`src/rtl/sifhGeometryPkg.sv`:
```
package sifhGeometryPkg;

    // ------------------------------
    // acquisition shape.
    // ------------------------------
    localparam int sampleWidth     = 10;  // raw sample bits.
    localparam int pixelsPerRam    = 3;
    localparam int samplesPerPixel = 2;   // consecutive within one frame.
    localparam int framesPerAcq    = 2;

    // position counter widths.
    localparam int pixelIndexWidth  = 2;
    localparam int sampleIndexWidth = 1;  // counts samplesPerPixel.
    localparam int frameIndexWidth  = 1;  // counts framesPerAcq.

endpackage

```
`src/rtl/sifhResultPkg.sv`:
```
package sifhResultPkg;

    // ------------------------------
    // result word shape.
    // ------------------------------
    localparam int sumWidth  = 12;    // holds 4 full-scale samples.
    localparam int meanShift = 2;     // sum of 4 down to a mean.
    localparam int fullScale = 1023;  // saturated sample.

    localparam int resultWidth = sifhGeometryPkg::sampleWidth * sifhGeometryPkg::pixelsPerRam;

    // output handshake states.
    localparam int stateWidth = 2;
    localparam logic [stateWidth-1:0] stIdle    = 2'd0;
    localparam logic [stateWidth-1:0] stWaitSum = 2'd1;  // acquisition closed and sums pending.
    localparam logic [stateWidth-1:0] stRequest = 2'd2;
    localparam logic [stateWidth-1:0] stRelease = 2'd3;

endpackage

```
`src/rtl/sampleStreamIf.sv`:
```
`timescale 1ns/1ps

interface sampleStreamIf;
    import sifhGeometryPkg::*;

    logic                       valid;        // one cycle per accepted sample.
    logic [sampleWidth-1:0]     data;
    logic [pixelIndexWidth-1:0] pixelIndex;
    logic                       firstSample;  // opens an acquisition.
    logic                       lastSample;   // closes it.

    // sequencer side.
    modport source (
        output valid, data, pixelIndex, firstSample, lastSample
    );

    // builder side.
    modport sink (
        input valid, data, pixelIndex, firstSample, lastSample
    );

endinterface

```
`src/rtl/sampleSequencer.sv`:
```
`timescale 1ns/1ps

module sampleSequencer (
    input  logic                                    clk,
    input  logic                                    reset,
    input  logic                                    wrEn,
    input  logic [sifhGeometryPkg::sampleWidth-1:0] data,
    input  logic                                    busy,
    output logic                                    acqFull,
    sampleStreamIf.source                           stream
);
    import sifhGeometryPkg::*;

    logic [sampleIndexWidth-1:0] sampleCnt;
    logic [pixelIndexWidth-1:0]  pixelCnt;
    logic [frameIndexWidth-1:0]  frameCnt;
    logic                        accept;
    logic                        lastInPixel;
    logic                        lastPixel;
    logic                        lastFrame;
    logic                        atStart;

    assign accept      = wrEn && !busy;  // nothing is taken while a result is pending.
    assign lastInPixel = (sampleCnt == sampleIndexWidth'(samplesPerPixel - 1));
    assign lastPixel   = (pixelCnt == pixelIndexWidth'(pixelsPerRam - 1));
    assign lastFrame   = (frameCnt == frameIndexWidth'(framesPerAcq - 1));
    assign atStart     = (sampleCnt == '0) && (pixelCnt == '0) && (frameCnt == '0);

    // tells the merger at once, so busy is set on this same edge.
    assign acqFull = accept && lastInPixel && lastPixel && lastFrame;

    // ------------------------------
    // position counters.
    // ------------------------------
    always_ff @(posedge clk) begin
        if (reset) begin
            sampleCnt <= '0;
            pixelCnt  <= '0;
            frameCnt  <= '0;
        end else if (accept) begin
            if (lastInPixel) begin
                sampleCnt <= '0;
                if (lastPixel) begin
                    pixelCnt <= '0;
                    frameCnt <= lastFrame ? '0 : frameCnt + 1'b1;
                end else begin
                    pixelCnt <= pixelCnt + 1'b1;
                end
            end else begin
                sampleCnt <= sampleCnt + 1'b1;
            end
        end
    end

    // ------------------------------
    // registered stream.
    // ------------------------------
    always_ff @(posedge clk) begin
        if (reset) begin
            stream.valid <= 1'b0;
        end else begin
            stream.valid <= accept;
        end
    end

    always_ff @(posedge clk) begin
        if (accept) begin
            stream.data        <= data;
            stream.pixelIndex  <= pixelCnt;
            stream.firstSample <= atStart;
            stream.lastSample  <= acqFull;
        end
    end

endmodule

```
`src/rtl/sumBuilder.sv`:
```
`timescale 1ns/1ps

module sumBuilder (
    input  logic                                                              clk,
    input  logic                                                              reset,
    sampleStreamIf.sink                                                       stream,
    output logic [sifhGeometryPkg::pixelsPerRam*sifhResultPkg::sumWidth-1:0] sums,
    output logic                                                              sumDone
);
    import sifhGeometryPkg::*;
    import sifhResultPkg::*;

    logic [sumWidth-1:0] acc [pixelsPerRam];
    logic [sumWidth-1:0] sample;

    assign sample = {{(sumWidth - sampleWidth){1'b0}}, stream.data};

    // first sample of an acquisition restarts every pixel.
    always_ff @(posedge clk) begin
        if (stream.valid) begin
            for (int i = 0; i < pixelsPerRam; i++) begin
                if (stream.pixelIndex == pixelIndexWidth'(i)) begin
                    acc[i] <= stream.firstSample ? sample : acc[i] + sample;
                end else if (stream.firstSample) begin
                    acc[i] <= '0;
                end
            end
        end
    end

    always_ff @(posedge clk) begin
        if (reset) begin
            sumDone <= 1'b0;
        end else begin
            sumDone <= stream.valid && stream.lastSample;  // sums final next cycle.
        end
    end

    // pixel 0 in the low bits.
    always_comb begin
        for (int i = 0; i < pixelsPerRam; i++) begin
            sums[i*sumWidth +: sumWidth] = acc[i];
        end
    end

endmodule

```
`src/rtl/peakTracker.sv`:
```
`timescale 1ns/1ps

module peakTracker (
    input  logic                                                                clk,
    input  logic                                                                reset,
    sampleStreamIf.sink                                                         stream,
    output logic [sifhGeometryPkg::pixelsPerRam*sifhGeometryPkg::sampleWidth-1:0] peaks,
    output logic                                                                peakDone
);
    import sifhGeometryPkg::*;

    logic [sampleWidth-1:0]  peak [pixelsPerRam];
    logic [pixelsPerRam-1:0] seen;  // pixel already has a sample this acquisition.

    always_ff @(posedge clk) begin
        if (reset) begin
            seen <= '0;
        end else if (stream.valid) begin
            for (int i = 0; i < pixelsPerRam; i++) begin
                if (stream.pixelIndex == pixelIndexWidth'(i)) begin
                    seen[i] <= 1'b1;
                end else if (stream.firstSample) begin
                    seen[i] <= 1'b0;
                end
            end
        end
    end

    // reload on the pixel's first sample, then keep the larger one.
    always_ff @(posedge clk) begin
        if (stream.valid) begin
            for (int i = 0; i < pixelsPerRam; i++) begin
                if (stream.pixelIndex == pixelIndexWidth'(i)) begin
                    if (stream.firstSample || !seen[i] || stream.data > peak[i]) begin
                        peak[i] <= stream.data;
                    end
                end
            end
        end
    end

    always_ff @(posedge clk) begin
        if (reset) begin
            peakDone <= 1'b0;
        end else begin
            peakDone <= stream.valid && stream.lastSample;
        end
    end

    always_comb begin
        for (int i = 0; i < pixelsPerRam; i++) begin
            peaks[i*sampleWidth +: sampleWidth] = peak[i];
        end
    end

endmodule

```
`src/rtl/pixelMerger.sv`:
```
`timescale 1ns/1ps

module pixelMerger (
    input  logic                                                              clk,
    input  logic                                                              reset,
    input  logic [sifhGeometryPkg::pixelsPerRam*sifhResultPkg::sumWidth-1:0] sums,
    input  logic                                                              sumDone,
    input  logic [sifhGeometryPkg::pixelsPerRam*sifhGeometryPkg::sampleWidth-1:0] peaks,
    input  logic                                                              acqFull,
    input  logic                                                              resultAck,
    output logic                                                              busy,
    output logic [sifhResultPkg::resultWidth-1:0]                             result,
    output logic                                                              resultReq
);
    import sifhGeometryPkg::*;
    import sifhResultPkg::*;

    logic [stateWidth-1:0]  state;
    logic [sumWidth-1:0]    shifted [pixelsPerRam];
    logic [sampleWidth-1:0] pixelPeak [pixelsPerRam];
    logic [resultWidth-1:0] words;

    // ------------------------------
    // per-pixel word.
    // ------------------------------
    always_comb begin
        for (int i = 0; i < pixelsPerRam; i++) begin
            shifted[i]   = sums[i*sumWidth +: sumWidth] >> meanShift;
            pixelPeak[i] = peaks[i*sampleWidth +: sampleWidth];
            if (pixelPeak[i] == sampleWidth'(fullScale)) begin
                words[i*sampleWidth +: sampleWidth] = sampleWidth'(fullScale);  // saturated.
            end else begin
                words[i*sampleWidth +: sampleWidth] = shifted[i][sampleWidth-1:0];
            end
        end
    end

    // held from here until the handshake is released.
    always_ff @(posedge clk) begin
        if (state == stWaitSum && sumDone) begin
            result <= words;
        end
    end

    // ------------------------------
    // handshake FSM.
    // ------------------------------
    always_ff @(posedge clk) begin
        if (reset) begin
            state <= stIdle;
        end else begin
            case (state)
                stIdle: begin
                    if (acqFull) begin
                        state <= stWaitSum;  // last sample just taken.
                    end
                end
                stWaitSum: begin
                    if (sumDone) begin
                        state <= stRequest;
                    end
                end
                stRequest: begin
                    if (resultAck) begin
                        state <= stRelease;
                    end
                end
                stRelease: begin
                    if (!resultAck) begin
                        state <= stIdle;
                    end
                end
                default: state <= stIdle;
            endcase
        end
    end

    assign busy      = (state != stIdle);
    assign resultReq = (state == stRequest);  // drops the cycle after ack is seen.

endmodule

```
`src/rtl/hisBuilderTop.sv`:
```
`timescale 1ns/1ps

module hisBuilderTop (
    input  logic                                    clk,
    input  logic                                    reset,
    input  logic                                    wrEn,
    input  logic [sifhGeometryPkg::sampleWidth-1:0] data,
    input  logic                                    resultAck,
    output logic                                    busy,
    output logic                                    resultReq,
    output logic [sifhResultPkg::resultWidth-1:0]   result
);

    logic [sifhGeometryPkg::pixelsPerRam*sifhResultPkg::sumWidth-1:0]       sums;
    logic [sifhGeometryPkg::pixelsPerRam*sifhGeometryPkg::sampleWidth-1:0] peaks;
    logic                                                                   sumDone;
    logic                                                                   acqFull;

    sampleStreamIf stream ();

    sampleSequencer sequencerU0 (
        .clk     (clk),
        .reset   (reset),
        .wrEn    (wrEn),
        .data    (data),
        .busy    (busy),
        .acqFull (acqFull),
        .stream  (stream.source)
    );

    sumBuilder sumBuilderU0 (
        .clk     (clk),
        .reset   (reset),
        .stream  (stream.sink),
        .sums    (sums),
        .sumDone (sumDone)
    );

    // peaks settle in the same cycle as the sums, so sumDone covers both.
    peakTracker peakTrackerU0 (
        .clk      (clk),
        .reset    (reset),
        .stream   (stream.sink),
        .peaks    (peaks),
        .peakDone ()
    );

    pixelMerger mergerU0 (
        .clk       (clk),
        .reset     (reset),
        .sums      (sums),
        .sumDone   (sumDone),
        .peaks     (peaks),
        .acqFull   (acqFull),
        .resultAck (resultAck),
        .busy      (busy),
        .result    (result),
        .resultReq (resultReq)
    );

endmodule

```
`config.mk`:
```
export PLATFORM = sky130hd
export DESIGN_NAME = hisBuilderTop
export DESIGN_NICKNAME = d
export VERILOG_FILES = /design/src/rtl/sifhGeometryPkg.sv /design/src/rtl/sifhResultPkg.sv /design/src/rtl/sampleStreamIf.sv /design/src/rtl/sampleSequencer.sv /design/src/rtl/sumBuilder.sv /design/src/rtl/peakTracker.sv /design/src/rtl/pixelMerger.sv /design/src/rtl/hisBuilderTop.sv
export SDC_FILE = /design/constraint.sdc
export NUM_CORES = 1
export LEC_CHECK = 0
export ABC_AREA = 1
export BUFFER_PORTS_ARGS = -buffer_cell sky130_fd_sc_hd__buf_4
export CELL_PAD_IN_SITES_DETAIL_PLACEMENT = 2
export CELL_PAD_IN_SITES_GLOBAL_PLACEMENT = 2
export CORE_ASPECT_RATIO = 1.25
export CORE_MARGIN = 2
export CORE_UTILIZATION = 41
export DETAILED_ROUTE_END_ITERATION = 8
export GPL_TIMING_DRIVEN = 0
export HOLD_SLACK_MARGIN = 0.1
export PLACE_DENSITY_LB_ADDON = 0.08
export SYNTH_ARGS = -nofsm -noshare
export SYNTH_HDL_FRONTEND = slang
export SYNTH_SLANG_ARGS = --single-unit
export TNS_END_PERCENT = 1
```
`constraint.sdc`:
```
create_clock -name clk -period 4.5 [get_ports clk]
set_input_delay 0.675 -clock clk [delete_from_list [all_inputs] [get_ports clk]]
set_output_delay 0.675 -clock clk [all_outputs]
set_load 0.02 [all_outputs]
```
==> key figures, run 1 <==
Pwr
  – Internal Power: 2.87 mW
  – Cell Pwr Density: 581 mW/mm²
  – LEAKAGE: 3.78 nW
  – Switching power: 1.85 mW
  – Switching Fraction: 39.2%
  – Maximum VDD drop: 0.316 mV
  – Gate power share: 35.0%
  – Sequential Power Share: 35.3%
  – Overall Power: 4.72 mW
  – Clock power frac: 29.7%

Clock network
  – Buffer depth of the longest clock path: 2
  – Clock Sinks: 121
  – CTS Buf Count: 17
  – Setup Fix Bufs, Post-CTS: 0
  – Total number of H-tree levels: 4
  – Clock transition at path regs: 60 ps
  – # hold bufs at CTS: 0
  – Worst-skew pair later-pin latency: 440 ps
  – TritonCTS clock tree: done
  – CTS resizes: 0
  – CTS root buffer: clkbuf_16

Place
  – DP Area: 0.00749 mm²
  – Inst Count DP: 1,042
  – Port-buffer cells: 45
  – GP Congestion: 0.802
  – Worst slack at placement: 1540 ps
  – HPWL after DPL: 15.6 mm

Drt
  – DRT antenna net count: 0
  – DRC viols: 0
  – Routed vias: 5,814
  – Via/cell ratio: 5.41
  – Drt wl/cell: 21.1 µm
  – Initial DRC count: 194
  – Routed Wire Length: 22.6 mm
  – TritonRoute pass-1 iters: 4

Layout
  – Finished Core Util: 49.7%
  – Fraction of layout cells with a size suffix above 1: 11.8%
  – Fin cells: 1,075
  – Most common cell after layout, fill and taps aside: nand2_1
  – Most frequent cells in the layout: nand2_1, inv_1, edfxtp_1
  – N_diodes: 0
  – Final Cell Area: 0.00812 mm²
  – # nets final: 928
  – Synth-to-layout area growth: 17.9%

Logic synthesis
  – Area contributors post-synth: edfxtp_1, nand2_1, ha_1
  – Synth Warn #: 0
  – Post-Syn Nets: 863
  – FF+latch count, synth: 121
  – EDFF count, synth: 98
  – Avg Synthesized Cell Area: 8.81 µm²
  – Syn Inst Count: 781
  – Ys flop type: edfxtp_1
  – Mapped cell area: 0.00688 mm²
  – Share of Yosys cell area claimed by the top area cell type: 42.8%
  – Post-synthesis async set-or-reset flop share: 0%
  – Register area share after synthesis: 49.5%
  – Synth area leader: edfxtp_1
  – Cell variety after synth: 34

STA
  – Max Clock Skew: 16.2 ps
  – Slack of the critical path: 1460 ps
  – Final critical-path required period: 3040 ps
  – F_max: 329 MHz
  – Setup tns final: 0 ps
  – Max-slew violations: 0
  – Setup repair after global routing missed its margin: no
  – Slew @ Worst Pin: 1060 ps
  – Relative slew margins: 29.2%
  – Final setup vio count: 0
  – Hold WS: 410 ps
  – Fin. Hold Viols: 0
  – Tcrit/Tclk final: 67.6%

GRT
  – First-pass GRT wire length: 35.3 mm
  – Vias in the first global route: 6,636
  – GR Layer Usage met2: 48.3%
  – Grt total ovfl: 0
  – Pin count of the biggest net entering global routing: 31
  – Initial antenna violation count: 0
  – Met1 Use GR: 29.7%
  – Gr usage total: 26.3%
  – Grt peak-use layer: met2
  – Met3 Usage GRT: 4.17%

Floorplanning
  – Die Wd: 120 µm
  – Initial Util: 42.1%
  – Core Footprint: 0.0163 mm²
  – Rows: 52
  – I/O Pins: 46
  – Die Height: 149 µm
  – DIE AREA: 0.0178 mm²

Worst hold path
  – Hold Crit Class: input port to register

Run status
  – Outcome: finished clean

Critical path
  – Critical Path AT: 3100 ps
  – Maximum fanout along the worst path: 11
  – Crit end category: register
  – CP Launch Type: register
  – Setup Crit Path Kind: register to register
  – Required @ worst endpoint: 4560 ps

Job
  – Number of max-cap violations: 0
[cell type report]
cell class | count | area, µm²
fill | 1763 | 8220
sequential | 121 | 3400
multi-input combinational | 537 | 3000
clock buffer | 19 | 453
inverter | 116 | 435
timing repair buffer | 46 | 365
tap | 216 | 270
clock inverter | 13 | 145
buffer | 7 | 40.0
[registers in the layout (all words and copies together) (netlist names)]
signal	cells
sequencerU0.lastInPixel	1
mergerU0.result	30
sequencerU0.stream.data	10
sequencerU0.stream.pixelIndex	2
mergerU0.state	2
sequencerU0.stream.lastSample	1
sumBuilderU0.sumDone	1
sequencerU0.stream.valid	1
sequencerU0.pixelCnt	2
sequencerU0.frameCnt	1
sumBuilderU0.acc	36
peakTrackerU0.seen	3
sequencerU0.stream.firstSample	1
peakTrackerU0.peak	30
[layer usage]
| layer | part of all wire, % | up-vias |
|---|---|---|
| met2 | 53 | 109 |
| met5 | 0 | - |
| met4 | 3.1 | 0 |
| met1 | 41 | 2916 |
| met3 | 3.2 | 41 |
| li1 | - | 2748 |
[cell usage after synthesis (2+ instances only)]
cell type    n
a21oi_1     69
a22oi_1      3
a31o_2       2
a31oi_1      3
buf_2        5
dfxtp_1     23
edfxtp_1    98
fa_1         3
ha_1        65
inv_1      113
inv_2        2
nand2_1    217
nand3_1     46
nand3b_1    10
nand4_1     10
nor2_1      57
nor2_2       2
nor3_1       6
nor4_1       3
o211ai_1     4
o21ai_0     21
o21bai_1     3
or2_2        5
[logic make-up after synthesis]
| group | share of synthesized area [%] |
|---|---|
| flops | 49.5 |
| simple gates | 22.4 |
| buf+inv | 6.91 |
| compound gates | 8.51 |
| fa+ha+maj | 12.7 |
[worst max-delay path, stage by stage, from the launching register on]
cell	delay [ps]
edfxtp_1	740
ha_1	480
nand2_1	70
nor2_1	200
o211ai_1	120
nand2_1	80
o21ai_0	130
a21oi_1	840
[power by group through the flow]
stage	Clock, mW	Combinational (mW)	Sequential [mW]
4_1_cts	1.41	1.65	1.66
3_3_place_gp	0	1.46	1.66
6_report	1.40	1.65	1.66
5_1_grt	1.46	1.87	1.68
2_1_floorplan	0	1.15	1.58
3_5_place_dp	0	1.59	1.68
[path summary, 6_finish.rpt]
| path | start | end | slack [ps] | cells after the start |
|---|---|---|---|---|
| max | sequencerU0.stream.data[5] | peakTrackerU0.peak[0][1] | 1460 | 7 |
| min | data[5] | sequencerU0.stream.data[5] | 410 | 1 |
| max reg2reg | sequencerU0.stream.data[5] | peakTrackerU0.peak[0][1] | 1460 | 7 |
| min reg2reg | peakTrackerU0.seen[0] | peakTrackerU0.seen[0] | 470 | 2 |
No activity file was read; power rests on OpenSTA's default activity.
==> inputs of run 2 (changes only) <==
--- a/config.mk
+++ b/config.mk
@@ -5,7 +5,7 @@
 export SDC_FILE = /design/constraint.sdc
 export NUM_CORES = 1
 export LEC_CHECK = 0
-export ABC_AREA = 1
+export ABC_AREA = 0
 export BUFFER_PORTS_ARGS = -buffer_cell sky130_fd_sc_hd__buf_4
 export CELL_PAD_IN_SITES_DETAIL_PLACEMENT = 2
 export CELL_PAD_IN_SITES_GLOBAL_PLACEMENT = 2
==> constraint.sdc (replaced) <==
create_clock -name clk -period 3.03 [get_ports clk]
set_input_delay 0.4545 -clock clk [delete_from_list [all_inputs] [get_ports clk]]
set_output_delay 0.4545 -clock clk [all_outputs]
set_load 0.02 [all_outputs]
==> key figures, run 2 <==
Clock network
  – Buffer depth of the longest clock path: 2
  – Worst-skew pair later-pin latency: 440 ps
  – # hold bufs at CTS: 0
  – Total number of H-tree levels: 4
  – Clock Sinks: 121
  – TritonCTS clock tree: done
  – CTS Buf Count: 17
  – CTS root buffer: clkbuf_16
  – Clock transition at path regs: 60 ps

Layout
  – # nets final: 769
  – Fraction of layout cells with a size suffix above 1: 20.4%
  – Area used by multi-input combinational logic: 0.00331 mm²
  – Largest registers: sumBuilderU0.acc: 36 flops, mergerU0.result: 30 flops, peakTrackerU0.peak: 30 flops
  – Most common cell after layout, fill and taps aside: edfxtp_1
  – Largest register FFs: 36
  – FF/Latch Area: 0.00340 mm²
  – Synth-to-layout area growth: 19.1%
  – # fillers: 1,625
  – Finished Core Util: 50.1%
  – N_diodes: 0
  – Biggest register: sumBuilderU0.acc
  – Most frequent cells in the layout: edfxtp_1, ha_1, buf_4

Logic synthesis
  – Mapped cell area: 0.00688 mm²
  – Syn Inst Count: 622
  – Synth Warn #: 0
  – Post-synth top cells: edfxtp_1, ha_1, inv_1, a21oi_1, or2_2
  – FF+latch count, synth: 121
  – Most common cell in the synthesized netlist: edfxtp_1
  – Post-Syn Nets: 704
  – Avg Synthesized Cell Area: 11.1 µm²
  – Synth area leader: edfxtp_1
  – Register area share after synthesis: 49.5%
  – Post-synthesis async set-or-reset flop share: 0%
  – Cell variety after synth: 66
  – Ys flop type: edfxtp_1
  – EDFF count, synth: 98
  – Area contributors post-synth: edfxtp_1, ha_1, dfxtp_1
  – Share of Yosys cell area claimed by the top area cell type: 42.8%

Critical path
  – Maximum fanout along the worst path: 9
  – Crit path max-delay family: compound AO/OA/AOI/OAI gates
  – Setup Crit Path Kind: register to register
  – Crit path from: sequencerU0.stream.data[0]
  – CP max-delay cell: edfxtp_1
  – Highest cell delay on the worst timing path: 570 ps
  – R2r startpoint: sequencerU0.stream.data[0]
  – Required @ worst endpoint: 3210 ps
  – Crit end category: register
  – Worst path cell trace: ha_1, fa_1, a211oi_1, o21ai_0, a21oi_2, a21o_1, mux2_2
  – CP Launch Type: register
  – WP buf/inv: 0
  – Critical Path AT: 3180 ps

STA
  – Slack of the critical path: 37.3 ps
  – Final critical-path required period: 2990 ps
  – Hold WS: 196 ps
  – Final setup vio count: 0
  – Max Clock Skew: 11.7 ps
  – Relative slew margins: 35.5%
  – Slew @ Worst Pin: 960 ps
  – Setup repair after global routing missed its margin: yes
  – Fin. Hold Viols: 0
  – F_max: 334 MHz
  – Max-slew violations: 0
  – Tcrit/Tclk final: 98.8%

Place
  – GP Congestion: 0.825
  – Worst slack at placement: -293 ps
  – Port-buffer cells: 45
  – HPWL after DPL: 15.3 mm

GRT
  – Grt total ovfl: 0
  – Gr usage total: 26.9%
  – Pin count of the biggest net entering global routing: 31
  – First-pass GRT wire length: 35.6 mm
  – Initial antenna violation count: 0
  – Vias in the first global route: 6,279

Drt
  – DRT antenna net count: 0
  – Initial DRC count: 241
  – Routed Wire Length: 22.9 mm
  – TritonRoute pass-1 iters: 4
  – Routed vias: 5,451
  – Via/cell ratio: 5.95
  – Drt wl/cell: 25.0 µm
  – DRC viols: 0

Job
  – Number of max-cap violations: 0

Floorplanning
  – Die Height: 149 µm
  – I/O Pins: 46
  – DIE AREA: 0.0178 mm²
  – Die Wd: 120 µm
  – Core Footprint: 0.0163 mm²
  – Initial Util: 42.1%
  – Rows: 52

Pwr
  – Cell Pwr Density: 856 mW/mm²
  – Overall Power: 7.01 mW
  – Maximum VDD drop: 0.336 mV
  – LEAKAGE: 3.30 nW

Worst hold path
  – Hold Crit Class: input port to register
  – Hold path start: data[6]

Run status
  – Outcome: finished clean
run 2: cell types whose count changed in the layout (fill, tap and decap cells not counted), sizes merged, moves of 10 or more:
cell | before | now
a211oi | 0 | 12
a21o | 1 | 14
a21oi | 70 | 39
clkbuf | 20 | 33
inv | 115 | 46
nand2 | 219 | 22
nand2b | 0 | 13
nand3 | 47 | 11
nor2 | 60 | 38
nor2b | 0 | 11
o21ai | 21 | 36
or2 | 5 | 38
xor2 | 0 | 10
run 2: layout make-up:
type	count	share of cell area, %
plain buffers	14	0.871
clock inverters	11	1.41
multi-input cells	447	40.4
well taps	216	3.30
clock buffers	21	6.42
flip-flops and latches	121	41.6
inverters	40	1.83
repair buffers	46	4.22
run 2: kinds of logic (layout without fill, tap and decap cells):
group	after synthesis	in the layout	synth area share, %
AO/OA/AOI/OAI	163	163	15.7
XOR/XNOR	13	13	1.66
adder cells (fa/ha/maj)	68	68	12.7
buffers and inverters	54	132	3.22
flip-flops	121	121	49.5
multiplexers	7	7	1.13
AND/OR/NAND/NOR	196	196	16.1
run 2: metrics by stage:
stage	cell area [µm²]	TNS, ps	std cells
global route	8190	-62.9	916
detailed placement	7510	-3040	884
global placement	7480	-1160	883
floorplan	6880	0	622
CTS	8160	0	916
finish	8190	0	916
run 2: power breakdown:
group / switching [mW] / total (mW) / internal, mW
Sequential: 0.280 / 2.42 / 2.14
Clock: 0.845 / 2.19 / 1.34
Combinational: 1.42 / 2.40 / 0.976
Total: 2.54 / 7.01 / 4.46
run 2: worst reg2reg max path: cells and delay by family (launching register included):
family	cells	cell delay, ps
AO/OA/AOI/OAI	4	1050
multiplexers	1	330
adder cells (fa/ha/maj)	2	800
flip-flops	1	570
run 2: metal layers:
layer | vias to the layer above | part of all wire [%] | GRT usage, %
li1 | 2481 | - | -
met1 | 2783 | 38 | 28.0
met2 | 128 | 56 | 51.0
met3 | 59 | 3.0 | 5.12
met4 | 0 | 3.6 | 14.0
met5 | - | 0 | 0
run 2: path summary, 6_finish.rpt:
| check | cells after the start | to | slack (ps) |
|---|---|---|---|
| hold / removal | 1 | sequencerU0.stream.data[6] | 200 |
| setup reg to reg | 7 | sumBuilderU0.acc[1][10] | 40 |
| hold reg to reg | 2 | sumBuilderU0.acc[2][11] | 500 |
| setup / recovery | 7 | sumBuilderU0.acc[1][10] | 40 |
run 2: repair_timing:
item                                    in CTS  in global routing
buffers inserted                             0                  0
gates resized for setup                      3                  5
endpoints found under the setup margin      21                 23
gates cloned                                 0                  0
